[config.mk]
export PLATFORM = sky130hd
export DESIGN_NAME = calc_top
export DESIGN_NICKNAME = d
export VERILOG_FILES = /design/src/ec_pkg.sv /design/src/calc_top.sv /design/src/slot_decoder.sv /design/src/delay_line.sv /design/src/entry_sequencer.sv /design/src/keyboard.sv /design/src/timing_chain.sv /design/src/ring_counter.sv
export VERILOG_INCLUDE_DIRS = /design/src
export SDC_FILE = /design/constraint.sdc
export NUM_CORES = 1
export LEC_CHECK = 0
export ABC_AREA = 0
export BUFFER_PORTS_ARGS = -buffer_cell sky130_fd_sc_hd__buf_2
export CORE_MARGIN = 5
export CORE_UTILIZATION = 30
export DETAILED_ROUTE_END_ITERATION = 6
export GPL_TIMING_DRIVEN = 0
export PLACE_DENSITY_LB_ADDON = 0.08
export SYNTH_ARGS = -nofsm -noshare
export SYNTH_HDL_FRONTEND = slang
export SYNTH_SLANG_ARGS = --single-unit
[constraint.sdc]
create_clock -name clk -period 5.3 [get_ports clk]
set_clock_uncertainty 0.1 [all_clocks]
set_input_delay 0.53 -clock clk [delete_from_list [all_inputs] [get_ports clk]]
set_output_delay 0.53 -clock clk [all_outputs]
set_load 0.1 [all_outputs]
[src/ec_settings.svh]
// clock division and delay-line geometry macros
// plus the keyboard debounce length
`ifndef EC_SETTINGS_SVH
`define EC_SETTINGS_SVH

// master clock cycles in one bit time
`define EC_CLK_PER_BIT 8

// bit times in one digit slot
`define EC_BITS_PER_SLOT 16

// registers kept in the delay line, entry and stack
`define EC_NUM_REGS 2

// digit columns per register
`define EC_NUM_COLS 16

// total bits in circulation
`define EC_DL_LENGTH (`EC_BITS_PER_SLOT * `EC_NUM_REGS * `EC_NUM_COLS)

// clk cycles a key must be held before it is taken
// the reed switches bounced for several ms, any value works here
`define EC_KEYBOARD_DELAY 100

`endif
[src/ec_pkg.sv]
// shared types for the calculator entry path
// ring code to BCD conversions
`include "ec_settings.svh"

package ec_pkg;

    typedef logic [$clog2(`EC_BITS_PER_SLOT)-1:0] bit_idx_t;
    typedef logic [$clog2(`EC_NUM_REGS)-1:0]      reg_idx_t;
    typedef logic [$clog2(`EC_NUM_COLS)-1:0]      col_idx_t;
    typedef logic [3:0]                           bcd_t;
    typedef logic [4:0]                           ring_code_t;

    // register sits below column so both registers of a column are adjacent
    typedef struct packed {
        col_idx_t col;
        reg_idx_t reg_no;
        bit_idx_t bit_no;
    } dl_pos_t;

    typedef enum logic [1:0] {
        OP_DIGIT,
        OP_CLEAR_ENTRY,
        OP_ENTER
    } key_op_t;

    typedef struct packed {
        key_op_t    op;
        ring_code_t digit;
    } key_cmd_t;

    typedef enum logic [1:0] {
        S_IDLE,
        S_WAIT_HOME,
        S_RUN
    } seq_state_t;

    typedef struct packed {
        reg_idx_t reg_no;
        col_idx_t col;
        bcd_t     digit;
    } slot_rd_t;

    // johnson code to digit, 15 flags a code outside the ten states
    function automatic bcd_t ring_to_bcd(ring_code_t code);
        case (code)
            5'b00000: return 4'd0;
            5'b00001: return 4'd1;
            5'b00011: return 4'd2;
            5'b00111: return 4'd3;
            5'b01111: return 4'd4;
            5'b11111: return 4'd5;
            5'b11110: return 4'd6;
            5'b11100: return 4'd7;
            5'b11000: return 4'd8;
            5'b10000: return 4'd9;
            default:  return 4'd15;
        endcase
    endfunction

    function automatic ring_code_t bcd_to_ring(bcd_t digit);
        case (digit)
            4'd1:    return 5'b00001;
            4'd2:    return 5'b00011;
            4'd3:    return 5'b00111;
            4'd4:    return 5'b01111;
            4'd5:    return 5'b11111;
            4'd6:    return 5'b11110;
            4'd7:    return 5'b11100;
            4'd8:    return 5'b11000;
            4'd9:    return 5'b10000;
            default: return 5'b00000;
        endcase
    endfunction

endpackage

[src/calc_top.sv]
// calculator entry top level
// timing chain, keyboard, sequencer, delay line and slot readout

module calc_top (
    input  logic             clk,
    input  logic             i_arst_n,
    input  logic [9:0]       i_key_digit,
    input  logic             i_key_clr_ent,
    input  logic             i_key_enter,
    output logic             o_kbd_ack,
    output logic             o_kbd_lock,
    output logic             o_rd_valid,
    output ec_pkg::slot_rd_t o_rd
);
    import ec_pkg::*;

    logic     bit_tick;
    dl_pos_t  pos;
    logic     home;
    logic     cmd_stb;
    key_cmd_t cmd;
    logic     wr_en;
    logic     wr_bit;
    logic     rd_bit;

    assign o_kbd_ack = cmd_stb;

    timing_chain u_timing (
        .clk        (clk),
        .i_arst_n   (i_arst_n),
        .o_bit_tick (bit_tick),
        .o_pos      (pos),
        .o_home     (home)
    );

    keyboard u_keyboard (
        .clk           (clk),
        .i_arst_n      (i_arst_n),
        .i_key_digit   (i_key_digit),
        .i_key_clr_ent (i_key_clr_ent),
        .i_key_enter   (i_key_enter),
        .i_kbd_lock    (o_kbd_lock),
        .o_cmd_stb     (cmd_stb),
        .o_cmd         (cmd)
    );

    entry_sequencer u_sequencer (
        .clk        (clk),
        .i_arst_n   (i_arst_n),
        .i_bit_tick (bit_tick),
        .i_pos      (pos),
        .i_home     (home),
        .i_cmd_stb  (cmd_stb),
        .i_cmd      (cmd),
        .i_rd_bit   (rd_bit),
        .o_wr_en    (wr_en),
        .o_wr_bit   (wr_bit),
        .o_kbd_lock (o_kbd_lock)
    );

    delay_line u_delay_line (
        .clk        (clk),
        .i_arst_n   (i_arst_n),
        .i_bit_tick (bit_tick),
        .i_wr_en    (wr_en),
        .i_wr_bit   (wr_bit),
        .o_rd_bit   (rd_bit)
    );

    slot_decoder u_slot_decoder (
        .clk        (clk),
        .i_arst_n   (i_arst_n),
        .i_bit_tick (bit_tick),
        .i_pos      (pos),
        .i_rd_bit   (rd_bit),
        .o_rd_valid (o_rd_valid),
        .o_rd       (o_rd)
    );

endmodule

[src/slot_decoder.sv]
// slot decoder: counts pulses per slot on a ring counter
// and strobes out the digit with its register and column
`include "ec_settings.svh"

module slot_decoder (
    input  logic             clk,
    input  logic             i_arst_n,
    input  logic             i_bit_tick,
    input  ec_pkg::dl_pos_t  i_pos,
    input  logic             i_rd_bit,
    output logic             o_rd_valid,
    output ec_pkg::slot_rd_t o_rd
);
    import ec_pkg::*;

    logic slot_end;
    bcd_t count_bcd;

    assign slot_end = i_bit_tick && (i_pos.bit_no == bit_idx_t'(`EC_BITS_PER_SLOT - 1));

    // clear wins over the step on the last bit of the slot
    ring_counter count_ring (
        .clk         (clk),
        .i_arst_n    (i_arst_n),
        .i_clear     (slot_end),
        .i_load      (1'b0),
        .i_load_code ('0),
        .i_up        (i_bit_tick && i_rd_bit),
        .i_down      (1'b0),
        .o_code      (),
        .o_zero      (),
        .o_bcd       (count_bcd)
    );

    always_ff @(posedge clk or negedge i_arst_n) begin
        if (!i_arst_n) begin
            o_rd_valid <= 1'b0;
        end else begin
            o_rd_valid <= slot_end;
        end
    end

    always_ff @(posedge clk) begin
        if (slot_end) begin
            o_rd.reg_no <= i_pos.reg_no;
            o_rd.col    <= i_pos.col;
            o_rd.digit  <= count_bcd;
        end
    end

endmodule

[src/delay_line.sv]
// recirculating delay-line memory with tail write override
`include "ec_settings.svh"

module delay_line (
    input  logic clk,
    input  logic i_arst_n,
    input  logic i_bit_tick,
    input  logic i_wr_en,
    input  logic i_wr_bit,
    output logic o_rd_bit
);

    localparam int LEN = `EC_DL_LENGTH;

    logic [LEN-1:0] line_q;
    logic           tail_bit;

    // head bit comes out of the top end
    assign o_rd_bit = line_q[LEN-1];

    // recirculate unless the sequencer overrides
    assign tail_bit = i_wr_en ? i_wr_bit : line_q[LEN-1];

    always_ff @(posedge clk or negedge i_arst_n) begin
        if (!i_arst_n) begin
            line_q <= '0;
        end else if (i_bit_tick) begin
            line_q <= {line_q[LEN-2:0], tail_bit};
        end
    end

endmodule

[src/entry_sequencer.sv]
// entry sequencer: operation FSM with carry and emit ring counters
// rewriting entry and stack slots over one circulation

module entry_sequencer (
    input  logic             clk,
    input  logic             i_arst_n,
    input  logic             i_bit_tick,
    input  ec_pkg::dl_pos_t  i_pos,
    input  logic             i_home,
    input  logic             i_cmd_stb,
    input  ec_pkg::key_cmd_t i_cmd,
    input  logic             i_rd_bit,
    output logic             o_wr_en,
    output logic             o_wr_bit,
    output logic             o_kbd_lock
);
    import ec_pkg::*;

    seq_state_t state;
    key_op_t    op_q;
    logic       accept;
    logic       run;
    logic       run_tick;
    logic       in_entry;
    logic       slot_end;
    logic       emit_slot;
    logic       emit_zero;
    logic       carry_clear;
    logic       emit_load;
    ring_code_t carry_code;
    ring_code_t emit_load_code;

    assign accept   = (state == S_IDLE) && i_cmd_stb;
    assign run      = (state == S_RUN);
    assign run_tick = run && i_bit_tick;
    assign in_entry = (i_pos.reg_no == '0);
    assign slot_end = (i_pos.bit_no == '1);

    always_ff @(posedge clk or negedge i_arst_n) begin
        if (!i_arst_n) begin
            state <= S_IDLE;
            op_q  <= OP_DIGIT;
        end else begin
            case (state)
                S_IDLE: begin
                    if (i_cmd_stb) begin
                        state <= S_WAIT_HOME;
                        op_q  <= i_cmd.op;
                    end
                end
                S_WAIT_HOME: begin
                    if (i_home) begin
                        state <= S_RUN;
                    end
                end
                S_RUN: begin
                    // the home tick is the last bit of this circulation
                    if (i_home) begin
                        state <= S_IDLE;
                    end
                end
                default: state <= S_IDLE;
            endcase
        end
    end

    assign o_kbd_lock = (state != S_IDLE);

    // digit writes the entry slots, enter writes the stack slots
    assign emit_slot = run && ((op_q == OP_DIGIT && in_entry) ||
                               (op_q == OP_ENTER && !in_entry));

    assign o_wr_bit = emit_slot && !emit_zero;
    assign o_wr_en  = emit_slot || (run && op_q == OP_CLEAR_ENTRY && in_entry);

    // entry slot digit moves into emit at slot end, one column up
    assign carry_clear    = accept || (run_tick && in_entry && slot_end);
    assign emit_load      = accept || (run_tick && in_entry && slot_end);
    assign emit_load_code = accept ? i_cmd.digit : carry_code;

    ring_counter carry_ring (
        .clk         (clk),
        .i_arst_n    (i_arst_n),
        .i_clear     (carry_clear),
        .i_load      (1'b0),
        .i_load_code ('0),
        .i_up        (run_tick && in_entry && i_rd_bit),
        .i_down      (1'b0),
        .o_code      (carry_code),
        .o_zero      (),
        .o_bcd       ()
    );

    ring_counter emit_ring (
        .clk         (clk),
        .i_arst_n    (i_arst_n),
        .i_clear     (1'b0),
        .i_load      (emit_load),
        .i_load_code (emit_load_code),
        .i_up        (1'b0),
        .i_down      (run_tick && emit_slot && !emit_zero),
        .o_code      (),
        .o_zero      (emit_zero),
        .o_bcd       ()
    );

endmodule

[src/keyboard.sv]
// keyboard: debounce counter, one-shot acknowledge under lock,
// key priority and command encoding
`include "ec_settings.svh"

module keyboard (
    input  logic             clk,
    input  logic             i_arst_n,
    input  logic [9:0]       i_key_digit,
    input  logic             i_key_clr_ent,
    input  logic             i_key_enter,
    input  logic             i_kbd_lock,
    output logic             o_cmd_stb,
    output ec_pkg::key_cmd_t o_cmd
);
    import ec_pkg::*;

    localparam int CNT_W = $clog2(`EC_KEYBOARD_DELAY + 2);
    localparam logic [CNT_W-1:0] CNT_FIRE = CNT_W'(`EC_KEYBOARD_DELAY);
    localparam logic [CNT_W-1:0] CNT_DONE = CNT_W'(`EC_KEYBOARD_DELAY + 1);

    logic             any_key;
    logic [CNT_W-1:0] deb_cnt;
    key_cmd_t         cmd_next;

    assign any_key = (|i_key_digit) | i_key_clr_ent | i_key_enter;

    // clear-entry wins, then enter, then the lowest digit held
    always_comb begin
        bcd_t low_digit;
        low_digit = '0;
        for (int i = 9; i >= 0; i--) begin
            if (i_key_digit[i]) begin
                low_digit = bcd_t'(i);
            end
        end
        if (i_key_clr_ent) begin
            cmd_next.op = OP_CLEAR_ENTRY;
        end else if (i_key_enter) begin
            cmd_next.op = OP_ENTER;
        end else begin
            cmd_next.op = OP_DIGIT;
        end
        cmd_next.digit = bcd_to_ring(low_digit);
    end

    // count freezes under the lock and saturates after firing,
    // so a held key is taken once; release restarts it
    always_ff @(posedge clk or negedge i_arst_n) begin
        if (!i_arst_n) begin
            deb_cnt   <= '0;
            o_cmd_stb <= 1'b0;
        end else begin
            o_cmd_stb <= 1'b0;
            if (!any_key) begin
                deb_cnt <= '0;
            end else if (!i_kbd_lock && deb_cnt != CNT_DONE) begin
                deb_cnt   <= deb_cnt + 1'b1;
                o_cmd_stb <= (deb_cnt == CNT_FIRE);
            end
        end
    end

    always_ff @(posedge clk) begin
        o_cmd <= cmd_next;
    end

endmodule

[src/timing_chain.sv]
// timing chain: bit strobe divider, bit/register/column counters
// and the circulation home strobe
`include "ec_settings.svh"

module timing_chain (
    input  logic            clk,
    input  logic            i_arst_n,
    output logic            o_bit_tick,
    output ec_pkg::dl_pos_t o_pos,
    output logic            o_home
);
    import ec_pkg::*;

    localparam int DIV_W = $clog2(`EC_CLK_PER_BIT);

    logic [DIV_W-1:0] div_cnt;
    logic             bit_last;
    logic             reg_last;
    logic             col_last;

    // divide the master clock down to one strobe per bit time
    always_ff @(posedge clk or negedge i_arst_n) begin
        if (!i_arst_n) begin
            div_cnt <= '0;
        end else if (o_bit_tick) begin
            div_cnt <= '0;
        end else begin
            div_cnt <= div_cnt + 1'b1;
        end
    end

    assign o_bit_tick = (div_cnt == DIV_W'(`EC_CLK_PER_BIT - 1));

    assign bit_last = (o_pos.bit_no == bit_idx_t'(`EC_BITS_PER_SLOT - 1));
    assign reg_last = (o_pos.reg_no == reg_idx_t'(`EC_NUM_REGS - 1));
    assign col_last = (o_pos.col == col_idx_t'(`EC_NUM_COLS - 1));

    // bit counter carries into register, register into column
    always_ff @(posedge clk or negedge i_arst_n) begin
        if (!i_arst_n) begin
            o_pos <= '0;
        end else if (o_bit_tick) begin
            o_pos.bit_no <= bit_last ? '0 : o_pos.bit_no + 1'b1;
            if (bit_last) begin
                o_pos.reg_no <= reg_last ? '0 : o_pos.reg_no + 1'b1;
                if (reg_last) begin
                    o_pos.col <= col_last ? '0 : o_pos.col + 1'b1;
                end
            end
        end
    end

    // last bit of the circulation, position wraps to zero here
    assign o_home = o_bit_tick & bit_last & reg_last & col_last;

endmodule

[src/ring_counter.sv]
// five-stage johnson counter with clear, load, up/down step
// and BCD decode

module ring_counter (
    input  logic               clk,
    input  logic               i_arst_n,
    input  logic               i_clear,
    input  logic               i_load,
    input  ec_pkg::ring_code_t i_load_code,
    input  logic               i_up,
    input  logic               i_down,
    output ec_pkg::ring_code_t o_code,
    output logic               o_zero,
    output ec_pkg::bcd_t       o_bcd
);
    import ec_pkg::*;

    ring_code_t code_q;

    // up shifts left feeding back the inverted top stage,
    // down shifts right feeding back the inverted bottom stage
    always_ff @(posedge clk or negedge i_arst_n) begin
        if (!i_arst_n) begin
            code_q <= '0;
        end else if (i_clear) begin
            code_q <= '0;
        end else if (i_load) begin
            code_q <= i_load_code;
        end else if (i_up) begin
            code_q <= {code_q[3:0], ~code_q[4]};
        end else if (i_down) begin
            code_q <= {~code_q[0], code_q[4:1]};
        end
    end

    assign o_code = code_q;
    assign o_zero = (code_q == '0);
    assign o_bcd  = ring_to_bcd(code_q);

endmodule

After elaboration in Yosys (flattened, before gate mapping)
Memory sizes are Yosys's and may differ from the RTL's. A register that Yosys moved wholly into a read port is not among the register bits.
Cells that the tools add are included.
Cells by class
  equality and inequality tests: 13
  bitwise operators: 9
  muxes and demuxes: 31
  reductions and logical operators: 33
  add/sub/neg operators: 5
Operator list (number)
  $mux 4: 12
  $mux 5: 7
  $logic_and 1x1->1: 16
  $mux 7: 2
  $reduce_or 10->1: 1
  $add 4x1->4 const B: 2
  $eq 4x4->1 const B: 2
  $mux 2: 4
  $ne 2x2->1 const B: 4
  $reduce_bool 2->1: 4
  $add 7x1->7 const B: 1
  $eq 7x7->1 const B: 1
  $ne 7x7->1 const B: 1
  $pmux 2 s3: 1
  $reduce_and 3->1: 2
  $logic_not 5->1: 1
  $eq 2x1->1 const B: 2
  $eq 2x2->1 const B: 2
  $logic_not 2->1: 2
  $mux 1: 4
  $not 1->1: 4
  $reduce_and 2->1: 2
  $add 3x1->3 const B: 1
  $and 1x1->1: 3
  other kinds (6): 10
Storage, ports and cells
  input port bits: 14
  memories kept: 2
  logic and storage cells: 109
  bits in read-only memories: 208
  register bits after elaboration: 559
Memories
  (name not given): depth 32, bits a word 4, rd ports 1, clocked after memory_dff 1, wr ports 0, line ec_pkg.sv:45  | case (code)
  (name not given): depth 16, bits a word 5, rd ports 1, clocked after memory_dff 1, wr ports 0, line ec_pkg.sv:61  | case (digit)

Longest topological paths before layout
Gate-level depths: netlist (run 1).
  depth after elaboration: 10
  depth in mapped cells: 9
  gate-level depth less buffers: 6

Modules after synthesis
A second synthesis (run 1) with hierarchy kept.
Second synthesis, totals
  cell total of the unflattened synthesis: 1424
  area, all modules: 22680.5 um2
By module, submodules not included
  delay_line: cells an instance 1083, times used 1, area an instance 19202.2 um2
  ring_counter (u_sequencer.emit_ring ...): cells an instance 56, times used 2, area an instance 508.0 um2
  keyboard: cells an instance 80, times used 1, area an instance 765.7 um2
  timing_chain: cells an instance 49, times used 1, area an instance 568.0 um2
  ring_counter (u_sequencer.carry_ring): cells an instance 54, times used 1, area an instance 491.7 um2
  slot_decoder: cells an instance 15, times used 1, area an instance 319.1 um2
  entry_sequencer: cells an instance 31, times used 1, area an instance 317.8 um2

Worst setup path after synthesis (run 1)
No wires, ideal clock.
  path type: register to register
  start point: reg u_timing.div_cnt[0]
  end point: reg u_delay_line.line_q[368]
  cell stages (with the launch flop): 8
  arrival time: 1.818 ns
  slack: 3.257 ns
  buffers on the path: 4
  library setup time: 0.125 ns
  period minus slack after synthesis: 2.043 ns
  data required time: 5.075 ns
  cell sequence: dfrtp_1 > ha_1 > ha_1 > clkbuf_1 > buf_2 > clkbuf_1 > buf_2 > mux2_2
Between the ends
  longest elaborated chain between the ends: 1
RTL lines
  from (decl): line timing_chain.sv:16  | logic [DIV_W-1:0] div_cnt;
  from (signal assigned): line timing_chain.sv:28  | div_cnt <= div_cnt + 1'b1;
  $eq 3x3->1: line timing_chain.sv:32  | assign o_bit_tick = (div_cnt == DIV_W'(`EC_CLK_PER_BIT - 1));
  to (signal assigned): line delay_line.sv:28  | line_q <= {line_q[LEN-2:0], tail_bit};
  to (decl): line delay_line.sv:15  | logic [LEN-1:0] line_q;
Every way passes these cells.
A chain may end at the register's enable or synchronous reset.

Worst setup path after layout (run 1)
  start point: reg u_timing.div_cnt[0]
  end point: reg u_delay_line.line_q[194]
The elaborated chain is that of the path after synthesis.

==> results by group, run 1 <==
Outcome
  – Status: completed

Routing
  – Drt pass-1 iters: 4
  – DRT Wirelength: 31.5 mm
  – Final ANT Viol Nets: 0
  – Initial DRC count: 379
  – DR vias: around 11000
  – Wire length per cell: 13.0 microns
  – Drt drc: 0
  – Via density: approximately 4.4

Clock tree
  – TritonCTS clock tree: done
  – Clock slew at reported path FFs: 60 ps
  – Post-CTS resize count: 0
  – Sinks on Clock Net: between 500 and 600
  – Hold-fix buffers at CTS: 2
  – Max Buffers Root-to-Sink: 3
  – Clk Latency, worst-skew pair: ~570 ps
  – Root Driver: clkbuf_16
  – CTS H-tree lvls: 3
  – CTS Buf Count: 66
  – Setup Fix Bufs, Post-CTS: 0

Final layout
  – Post-Layout Cell Count: roughly 2400
  – Share of cells above drive strength 1: 0.465
  – Area Growth Syn to Fin: 16.5%
  – Non-Filler Cell Area, Final: 25000 sq um
  – Register area: 14200 sq um
  – # diodes: 0
  – Multi-input logic area: 6910 sq um
  – Filler cell count: 6830
  – # nets final: 1457

STA
  – Worst-Margin Slew: 688 ps
  – Final setup vio count: 0
  – Final period util: 0.531
  – Max Freq: approximately 360 MHz
  – Rel. slew slack: 0.539
  – Hold Fails Final Rpt: 0
  – Final WS setup: 2480 ps
  – RSZ-0062 raised after global routing: false
  – Fin. max-slew vios: 0
  – Worst hold margin: 108 ps
  – Final min period: 2820 ps

Logic synthesis
  – Synth top area share: 0.643
  – Largest cells by area after synthesis: dfrtp_1, mux2_2, edfxtp_1, buf_2, dfxtp_1
  – Syn avg cell area: 16.1 sq um
  – Mapped Area: 21500 sq um
  – Mapped Nets: roughly 1400
  – Cell variety after synth: 47
  – Share of flip-flops with an asynchronous set or reset: 0.972
  – Synth area leader: dfrtp_1
  – Yosys Warn Count: 0
  – Most used DFF post-synth: dfrtp_1
  – Yosys reg bits: between 500 and 600
  – Number of enable flip-flop cells after synthesis: 9
  – Seq/Total Area, Yosys: 0.662
  – Synth Instances: 1332

GRT
  – GRT overflow: 0
  – Global Route Usage Sum: 0.0852
  – First-pass GRT wire length: 56.6 mm
  – Antenna violations before repair: 0
  – Number of global-route vias before repair: approximately 12000
  – Pin count of the biggest net entering global routing: 123

Min path
  – Hold WC Path Type: input port to flop

Setup path
  – Crit path max fanout: 10
  – Startpoint Class: flop
  – Worst path required time: 5650 ps
  – CP Capture Type: flop
  – CP Class: flop to flop
  – Crit path DAT: 3170 ps

Place
  – Placed Area: approximately 23000 sq um
  – Hpwl dp: 18.4 mm
  – Pre-CTS setup slack: roughly 2300 ps
  – Placed cell count: approximately 2300
  – Routability cong.: approximately 0.7
  – Number of port buffers: 25

Floorplanning
  – Starting density of the core: 0.302
  – Row count: 98
  – Die footprint: 77100 sq um
  – CORE AREA: 71200 sq um
  – Chip width: ~280 microns
  – Die height: around 280 microns
  – # IOs: 26

Power and ir drop
  – PD cells: 351 nW/um^2
  – Leak Pwr: 12.4 nW
  – Peak VDD IR: 169 uV

Flow run
  – Max Cap Viol: 0
[where the power goes]
group,switching (mW),internal [mW]
clock network,1.70,2.61
registers,0.00313,4.35
logic,0.0922,0.0215
total,1.79,6.98
[routing by layer]
metal | GRT usage | share of wire
met2 | 0.134 | 0.46
met1 | 0.112 | 0.47
met5 | 0 | 0
met3 | 0.0219 | 0.037
met4 | 0.0382 | 0.038
[state kept, by name, summed over array words and instances, names as in the netlist, 5 cells and up]
register	count
u_sequencer.carry_ring.o_code	5
u_keyboard.o_cmd	7
u_slot_decoder.o_rd	9
u_delay_line.line_q	512
u_timing.o_pos	8
u_keyboard.deb_cnt	7
u_slot_decoder.count_ring.o_code	5
u_sequencer.emit_ring.o_code	5
[metrics by stage]
stage / setup TNS [ps] / power, mW / utilization
after CTS: 0 / 9.01 / 0.351
after global routing: 0 / 9.17 / 0.351
final: 0 / 8.78 / 0.351
after global placement: -4338190 / 4.54 / 0.320
after floorplan: 0 / 4.44 / -
after detailed placement: 0 / 4.55 / 0.322
[kinds of logic (layout without fill, tap and decap cells)]
| family | Yosys count | in the layout | share of synthesized area |
|---|---|---|---|
| DFF | 568 | 568 | 0.662 |
| muxes | 526 | 526 | 0.275 |
| and+or+nand+nor | 90 | 90 | 0.0217 |
| buffers and inverters | 79 | 222 | 0.0167 |
| AOI/OAI and AO/OA | 48 | 48 | 0.0141 |
| adders and majority gates | 11 | 11 | 0.00640 |
| xor gates and xnor gates | 10 | 10 | 0.00408 |
[synthesized netlist by cell type, drive strengths merged (8+ instances only)]
master / n
a21oi: 14
edfxtp: 9
dfrtp: 552
o21ai: 13
nand2: 20
mux2: 516
buf: 53
nor2: 27
clkbuf: 15
nand3: 10
mux2i: 10
xnor2: 8
ha: 11
inv: 11
[layout make-up]
cell class | count | share of cell area
clock buffer | 101 | 0.0791
sequential | 568 | 0.568
inverter | 11 | 0.00165
tap | 950 | 0.0475
clock inverter | 10 | 0.00340
buffer | 68 | 0.0127
multi-input combinational | 685 | 0.276
timing repair buffer | 32 | 0.0117
[worst paths after layout]
check                                          from                          endpoint  slack (ps)  depth (start not counted)
worst max-delay path            u_timing.div_cnt[0]          u_delay_line.line_q[194]        2480                          7
worst min-delay path                 i_key_digit[1]               u_keyboard.o_cmd[2]         110                          2
worst max register to register  u_timing.div_cnt[0]          u_delay_line.line_q[194]        2480                          7
worst min register to register  u_timing.div_cnt[0]               u_timing.div_cnt[0]         340                          1
max in group asynchronous                  i_arst_n          u_delay_line.line_q[141]        3320                          4
min in group asynchronous                  i_arst_n  u_sequencer.carry_ring.o_code[0]         400                          2
[worst max-delay path, cell delays in order (launching register included)]
cell	delay, ps
dfrtp_1	360
ha_1	150
ha_1	130
clkbuf_1	370
buf_2	400
clkbuf_1	460
buf_2	340
mux2_2	360
[cell usage in the layout (no fill, tap or decap), types with 8 or more instances in the layout]
cell	n
edfxtp_1	9
clkbuf_1	36
buf_2	68
xnor2_1	8
nand3_1	10
clkbuf_16	71
nand2_1	20
ha_1	11
clkbuf_8	9
mux2_2	516
buf_1	8
o21ai_0	13
mux2i_1	10
inv_1	11
nor2_1	27
dfrtp_1	552
a21oi_1	13
(Power assumes the default switching activity.)
==> run 2, diff against run 1 <==
==> constraint.sdc (replaced) <==
create_clock -name clk -period 2.9 [get_ports clk]
set_clock_uncertainty 0.1 [all_clocks]
set_input_delay 0.29 -clock clk [delete_from_list [all_inputs] [get_ports clk]]
set_output_delay 0.29 -clock clk [all_outputs]
set_load 0.1 [all_outputs]
==> run 2 against run 1 <==
  * Count of clock-buffer cells in the layout is the same
  * Sequential power grew 83%
  * Worst hold slack lost 40 ps
  * Global-route usage is essentially flat
  * Largest cell class unchanged
  * Utilization grew 0.15 points
  * Total power grew 83%
  * Register-to-register slack lost 2100 ps
==> results by group, run 2 (synthesis results as in run 1) <==
Clock tree
  – TritonCTS clock tree: done (unchanged)
  – Clk Latency, worst-skew pair: 580 ps (was 570 ps)
  – CTS H-tree lvls: 3 (unchanged)
  – CTS Buf Count: 66 (unchanged)
  – Clock slew at reported path FFs: 60 ps (about the same)
  – Root Driver: clkbuf_16 (unchanged)
  – Max Buffers Root-to-Sink: 3 (unchanged)
  – Sinks on Clock Net: 568 (unchanged)

Flow run
  – Max Cap Viol: 0 (unchanged)

Floorplanning
  – Starting density of the core: 0.302 (unchanged)
  – CORE AREA: 71200 sq um (unchanged)
  – Row count: 98 (unchanged)
  – Die footprint: 77100 sq um (unchanged)
  – Chip width: 278 microns (unchanged)
  – Die height: 278 microns (unchanged)
  – # IOs: 26 (unchanged)

STA
  – Worst-Margin Slew: 687 ps (was 688 ps)
  – Final min period: 2550 ps (was 2820 ps)
  – Hold Fails Final Rpt: 0 (unchanged)
  – Final period util: 0.878 (was 0.531)
  – Final WS setup: 354 ps (was 2480 ps)
  – RSZ-0062 raised after global routing: false (unchanged)
  – Rel. slew slack: 0.541 (was 0.539)
  – Fin Setup TNS: 0 ps (unchanged)
  – Fin. max-slew vios: 0 (unchanged)
  – Final setup vio count: 0 (unchanged)
  – Max Freq: 393 MHz (was 355 MHz)

Final layout
  – # diodes: 0 (unchanged)
  – Top reg by flops: u_delay_line.line_q (unchanged)
  – Most frequent cells in the layout: dfrtp_1, mux2_2, clkbuf_16 (unchanged)
  – Commonest non-fill, non-tap cell in the layout: dfrtp_1 (unchanged)
  – # nets final: 1467 (was 1457)
  – Fin util: 0.353 (was 0.351)
  – Share of cells above drive strength 1: 0.464 (was 0.465)
  – Max reg flops: 512 (unchanged)
  – Area Growth Syn to Fin: 17.0% (was 16.5%)
  – Largest regs: u_delay_line.line_q: 512 flops, u_slot_decoder.o_rd: 9 flops, u_timing.o_pos: 8 flops (unchanged)

Min path
  – Worst Hold Depth: 4 (was 2)
  – Hold WC Path Type: input port to flop (unchanged)
  – Hold Path Sink: u_keyboard.o_cmd[3] (was u_keyboard.o_cmd[2])
  – Hold_sp: i_key_digit[7] (was i_key_digit[1])

GRT
  – Global Route Usage Sum: 0.0853 (was 0.0852)
  – Number of global-route vias before repair: 11692 (was 11649)
  – Antenna violations before repair: 0 (unchanged)
  – GR Util met3: 0.0219 (unchanged)
  – First-pass GRT wire length: 56.7 mm (was 56.6 mm)
  – Top Usage Layer GRT: met2 (unchanged)
  – Pin count of the biggest net entering global routing: 123 (unchanged)
  – Routing usage on met2: 0.134 (about the same)
  – GRT overflow: 0 (unchanged)
  – GR Util met1: 0.112 (about the same)

Routing
  – Drt drc: 0 (unchanged)
  – Wire length per cell: 12.9 microns (was 13.0 microns)
  – Initial DRC count: 368 (was 379)
  – DR vias: 10613 (was 10566)
  – Drt pass-1 iters: 4 (unchanged)
  – Via density: 4.36 (about the same)
  – Final ANT Viol Nets: 0 (unchanged)
  – DRT Wirelength: 31.5 mm (about the same)

Place
  – Pre-CTS setup slack: -127 ps (was 2270 ps)
  – Number of port buffers: 25 (unchanged)
  – Hpwl dp: 18.4 mm (unchanged)
  – Routability cong.: 0.682 (unchanged)

Power and ir drop
  – Peak VDD IR: 309 uV (was 169 uV)
  – PD cells: 638 nW/um^2 (was 351 nW/um^2)
  – Leak Pwr: 12.5 nW (was 12.4 nW)

Setup path
  – CP Class: flop to flop (unchanged)
  – Crit-path max cell delay: 420 ps (was 460 ps)
  – Crit path max fanout: 10 (unchanged)
  – Startpoint Class: flop (unchanged)
  – R2r setup slk: 350 ps (was 2480 ps)
  – Crit path DAT: 2900 ps (was 3170 ps)
  – CP Capture Type: flop (unchanged)
  – Worst R2R Path Depth: 6 (was 7)
  – Reg-to-reg critical path startpoint: u_timing.div_cnt[0] (unchanged)
  – Slowest cell on crit path: ha_1 (was clkbuf_1)
  – Worst path required time: 3250 ps (was 5650 ps)
  – Top delay family on crit path: buffers and inverters (unchanged)
  – WP buf/inv: 3 (was 4)
  – Reg2reg end: u_delay_line.line_q[194] (unchanged)
  – Crit path cell chain: ha_1 > ha_1 > buf_2 > clkbuf_2 > buf_2 > mux2_2 (was ha_1 > ha_1 > clkbuf_1 > buf_2 > clkbuf_1 > buf_2 > mux2_2)

Outcome
  – Status: completed (unchanged)
run 2: changes by cell type in the layout (fill, tap and decap cells not counted), sizes merged:
cell / before / now
clkbuf: 116 / 115
dlygate4sd3: 2 / 13
run 2: repair_timing:
action / 4_1_cts / 5_1_grt
hold buffers: 13 / 0
endpoints found under the hold margin: 81 / 0
buffers inserted: 0 / 0
gates resized for setup: 2 / 2
endpoints found under the setup margin: 238 / 1
run 2: routing by layer:
| metal | share of wire | up-vias |
|---|---|---|
| li1 | - | 4942 |
| met1 | 0.47 | 5474 |
| met2 | 0.46 | 115 |
| met3 | 0.037 | 82 |
| met4 | 0.038 | 0 |
| met5 | 0 | - |
run 2: final cells by class:
type                            instances  area (sq um)
Fill cell                            6825         46100
Clock buffer                          101          1980
Timing Repair Buffer                   43           403
Buffer                                 67           318
Inverter                               11          41.3
Clock inverter                         10          85.1
Multi-Input combinational cell        685          6910
Sequential cell                       568         14200
Tap cell                              950          1190
run 2: power by group:
group | switching, mW | internal, mW
clock network | 3.10 | 4.77
logic | 0.170 | 0.0488
registers | 0.00573 | 7.95
total | 3.27 | 12.8
run 2: worst max-delay path by stage:
stage,startpoint,endpoint,slack [ps],depth (start not counted)
floorplan,u_timing.div_cnt[0],u_delay_line.line_q[368],860,7
global placement,i_arst_n,u_delay_line.line_q[193],-10110,1
detailed placement,u_timing.div_cnt[0],u_delay_line.line_q[174],-130,7
CTS,u_timing.div_cnt[0],u_delay_line.line_q[381],80,6
global route,u_timing.div_cnt[0],u_delay_line.line_q[164],150,5
finish,u_timing.div_cnt[0],u_delay_line.line_q[194],350,6
run 2: metrics by stage:
step	hold WS (ps)	cells	total power [mW]	instance area, sq um
floorplan	-106	1332	8.12	21500
global placement	319	2307	8.30	22800
detailed placement	189	2312	8.32	23000
CTS	2.21	2435	16.5	25100
global route	27.3	2435	16.8	25100
finish	68.4	2435	16.0	25100
run 2: worst register-to-register path: stages (launching register included):
cell      delay (ps)
dfrtp_1          360
ha_1             160
ha_1             420
buf_2            410
clkbuf_2         330
buf_2            300
mux2_2           360
==> run 3, diff against run 2 <==
--- a/config.mk
+++ b/config.mk
@@ -8,8 +8,9 @@
 export LEC_CHECK = 0
 export ABC_AREA = 0
 export BUFFER_PORTS_ARGS = -buffer_cell sky130_fd_sc_hd__buf_2
+export CAP_MARGIN = 10
 export CORE_MARGIN = 5
-export CORE_UTILIZATION = 30
+export CORE_UTILIZATION = 56
 export DETAILED_ROUTE_END_ITERATION = 6
 export GPL_TIMING_DRIVEN = 0
 export PLACE_DENSITY_LB_ADDON = 0.08
==> run 3 against run 2 <==
  * Combinational power is 2% lower
  * Critical path type unchanged
  * Count of clock-buffer cells in the layout is 15 lower
  * Non-clock buffer count is 4 higher
  * Largest power group unchanged
  * Sequential cell count stayed put
  * Total power is 4.0% lower
  * Fmax is 5.9% lower
  * Die area is 45% lower
==> results by group, run 3 (synthesis results as in run 1) <==
Outcome
  – Status: completed (unchanged)

Floorplanning
  – CORE AREA: 37800 sq um (was 71200 sq um)
  – # IOs: 26 (unchanged)
  – Chip width: 206 microns (was 278 microns)
  – Die footprint: 42400 sq um (was 77100 sq um)
  – Die height: 206 microns (was 278 microns)
  – Row count: 71 (was 98)
  – Starting density of the core: 0.569 (was 0.302)

Setup path
  – Crit path DAT: 3070 ps (was 2900 ps)
  – CP Capture Type: flop (unchanged)
  – Slowest cell on crit path: clkbuf_1 (was ha_1)
  – Crit path cell chain: ha_1 > ha_1 > clkbuf_1 > buf_2 > clkbuf_1 > buf_2 > mux2_2 (was ha_1 > ha_1 > buf_2 > clkbuf_2 > buf_2 > mux2_2)
  – Crit path max fanout: 10 (unchanged)
  – Crit-path max cell delay: 420 ps (about the same)
  – CP Class: flop to flop (unchanged)
  – Worst path required time: 3260 ps (was 3250 ps)
  – Startpoint Class: flop (unchanged)

STA
  – RSZ-0062 raised after global routing: false (unchanged)
  – Worst-Margin Slew: 693 ps (was 687 ps)
  – Final min period: 2710 ps (was 2550 ps)
  – Rel. slew slack: 0.534 (was 0.541)
  – Max Freq: 369 MHz (was 393 MHz)
  – Fin Setup TNS: 0 ps (unchanged)
  – Hold Fails Final Rpt: 0 (unchanged)
  – Final period util: 0.933 (was 0.878)
  – Worst hold margin: 69.8 ps (was 68.4 ps)
  – Fin. max-slew vios: 0 (unchanged)
  – Final WS setup: 193 ps (was 354 ps)
  – Final setup vio count: 0 (unchanged)

Routing
  – Drt pass-1 iters: 4 (unchanged)
  – Drt drc: 0 (unchanged)
  – DRT Wirelength: 28.5 mm (was 31.5 mm)
  – DR vias: 10458 (was 10613)
  – Final ANT Viol Nets: 0 (unchanged)
  – Initial DRC count: 405 (was 368)
  – Via density: 5.25 (was 4.36)
  – Wire length per cell: 14.3 microns (was 12.9 microns)

Clock tree
  – Max Buffers Root-to-Sink: 3 (unchanged)
  – CTS Buf Count: 57 (was 66)
  – Post-CTS resize count: 0 (was 2)
  – Root Driver: clkbuf_16 (unchanged)
  – CTS H-tree lvls: 2 (was 3)
  – Sinks on Clock Net: 568 (unchanged)
  – Clk Latency, worst-skew pair: 580 ps (about the same)
  – Clock slew at reported path FFs: 60 ps (about the same)
  – TritonCTS clock tree: done (unchanged)

Final layout
  – # nets final: 1462 (was 1467)
  – Largest regs: u_delay_line.line_q: 512 flops, u_slot_decoder.o_rd: 9 flops, u_timing.o_pos: 8 flops (unchanged)
  – Register area: 14200 sq um (unchanged)
  – Most frequent cells in the layout: dfrtp_1, mux2_2, buf_2 (was dfrtp_1, mux2_2, clkbuf_16)
  – Top reg by flops: u_delay_line.line_q (unchanged)
  – Share of cells above drive strength 1: 0.462 (was 0.464)
  – # diodes: 0 (unchanged)
  – Commonest non-fill, non-tap cell in the layout: dfrtp_1 (unchanged)
  – Fin util: 0.648 (was 0.353)
  – Non-Filler Cell Area, Final: 24500 sq um (was 25100 sq um)
  – Max reg flops: 512 (unchanged)
  – Area Growth Syn to Fin: 13.8% (was 17.0%)
  – Filler cell count: 2771 (was 6825)
  – Post-Layout Cell Count: 1993 (was 2435)
  – Multi-input logic area: 6910 sq um (unchanged)

Place
  – Placed cell count: 1873 (was 2312)
  – Number of port buffers: 25 (unchanged)
  – Hpwl dp: 17.2 mm (was 18.4 mm)
  – Placed Area: 22400 sq um (was 23000 sq um)
  – Routability cong.: 0.706 (was 0.682)
  – Pre-CTS setup slack: 57.0 ps (was -127 ps)

GRT
  – Antenna violations before repair: 0 (unchanged)
  – GRT overflow: 0 (unchanged)
  – Global Route Usage Sum: 0.145 (was 0.0853)
  – Pin count of the biggest net entering global routing: 127 (was 123)
  – First-pass GRT wire length: 52.3 mm (was 56.7 mm)
  – Number of global-route vias before repair: 11283 (was 11692)

Min path
  – Hold WC Path Type: input port to flop (unchanged)

Flow run
  – Max Cap Viol: 0 (unchanged)

Power and ir drop
  – Peak VDD IR: 456 uV (was 309 uV)
  – Leak Pwr: 12.4 nW (was 12.5 nW)
  – Post-route total power: 15.4 mW (was 16.0 mW)
  – PD cells: 630 nW/um^2 (was 638 nW/um^2)
==> run 3: cell types whose count changed in the layout (fill, tap and decap cells not counted) <==
cell,before,now
clkbuf_2,3,0
clkbuf_1,32,30
inv_8,1,0
clkbuf_8,9,12
dlygate4sd3_1,13,16
bufinv_16,1,4
clkinv_2,7,13
clkbuf_16,71,59
==> run 3: where the power goes <==
part | internal [mW] | switching [mW]
clock | 4.37 | 2.86
combinational | 0.0505 | 0.163
sequential | 7.95 | 0.00539
==> run 3: path summary, 6_finish.rpt <==
path	startpoint	endpoint	slack, ps	depth (start not counted)
setup / recovery	u_timing.div_cnt[0]	u_delay_line.line_q[316]	190	7
hold / removal	i_key_digit[9]	u_keyboard.deb_cnt[3]	70	4
setup reg to reg	u_timing.div_cnt[0]	u_delay_line.line_q[316]	190	7
hold reg to reg	u_timing.div_cnt[0]	u_timing.div_cnt[0]	330	1
max in group asynchronous	i_arst_n	u_delay_line.line_q[183]	1290	4
min in group asynchronous	i_arst_n	u_timing.o_pos[8]	130	2
==> run 3: worst max-delay path, delay by kind of cell, from the launching register on <==
family / cells / cell delay [ps]
flip-flops: 1 / 350
multiplexers: 1 / 370
adder cells (fa/ha/maj): 2 / 300
buffers and inverters: 4 / 1470
==> run 3: repair_timing <==
item	4_1_cts	5_1_grt
buffers inserted	0	0
hold endpoints to repair	218	0
hold buffers	16	0
==> run 3: final cells by class <==
type,count,share of cell area
sequential,568,0.582
timing repair buffer,46,0.0177
tap,511,0.0261
buffer,68,0.0130
clock inverter,18,0.00793
clock buffer,86,0.0694
multi-input combinational,685,0.282
inverter,11,0.00169
==> run 3: routing by layer <==
metal | vias to the layer above | wire (microns) | global-route usage
met5 | - | 0 | 0
met3 | 59 | 907 | 0.0268
met2 | 97 | 13600 | 0.237
li1 | 4914 | - | -
met1 | 5388 | 13300 | 0.197
met4 | 0 | 721 | 0.0494
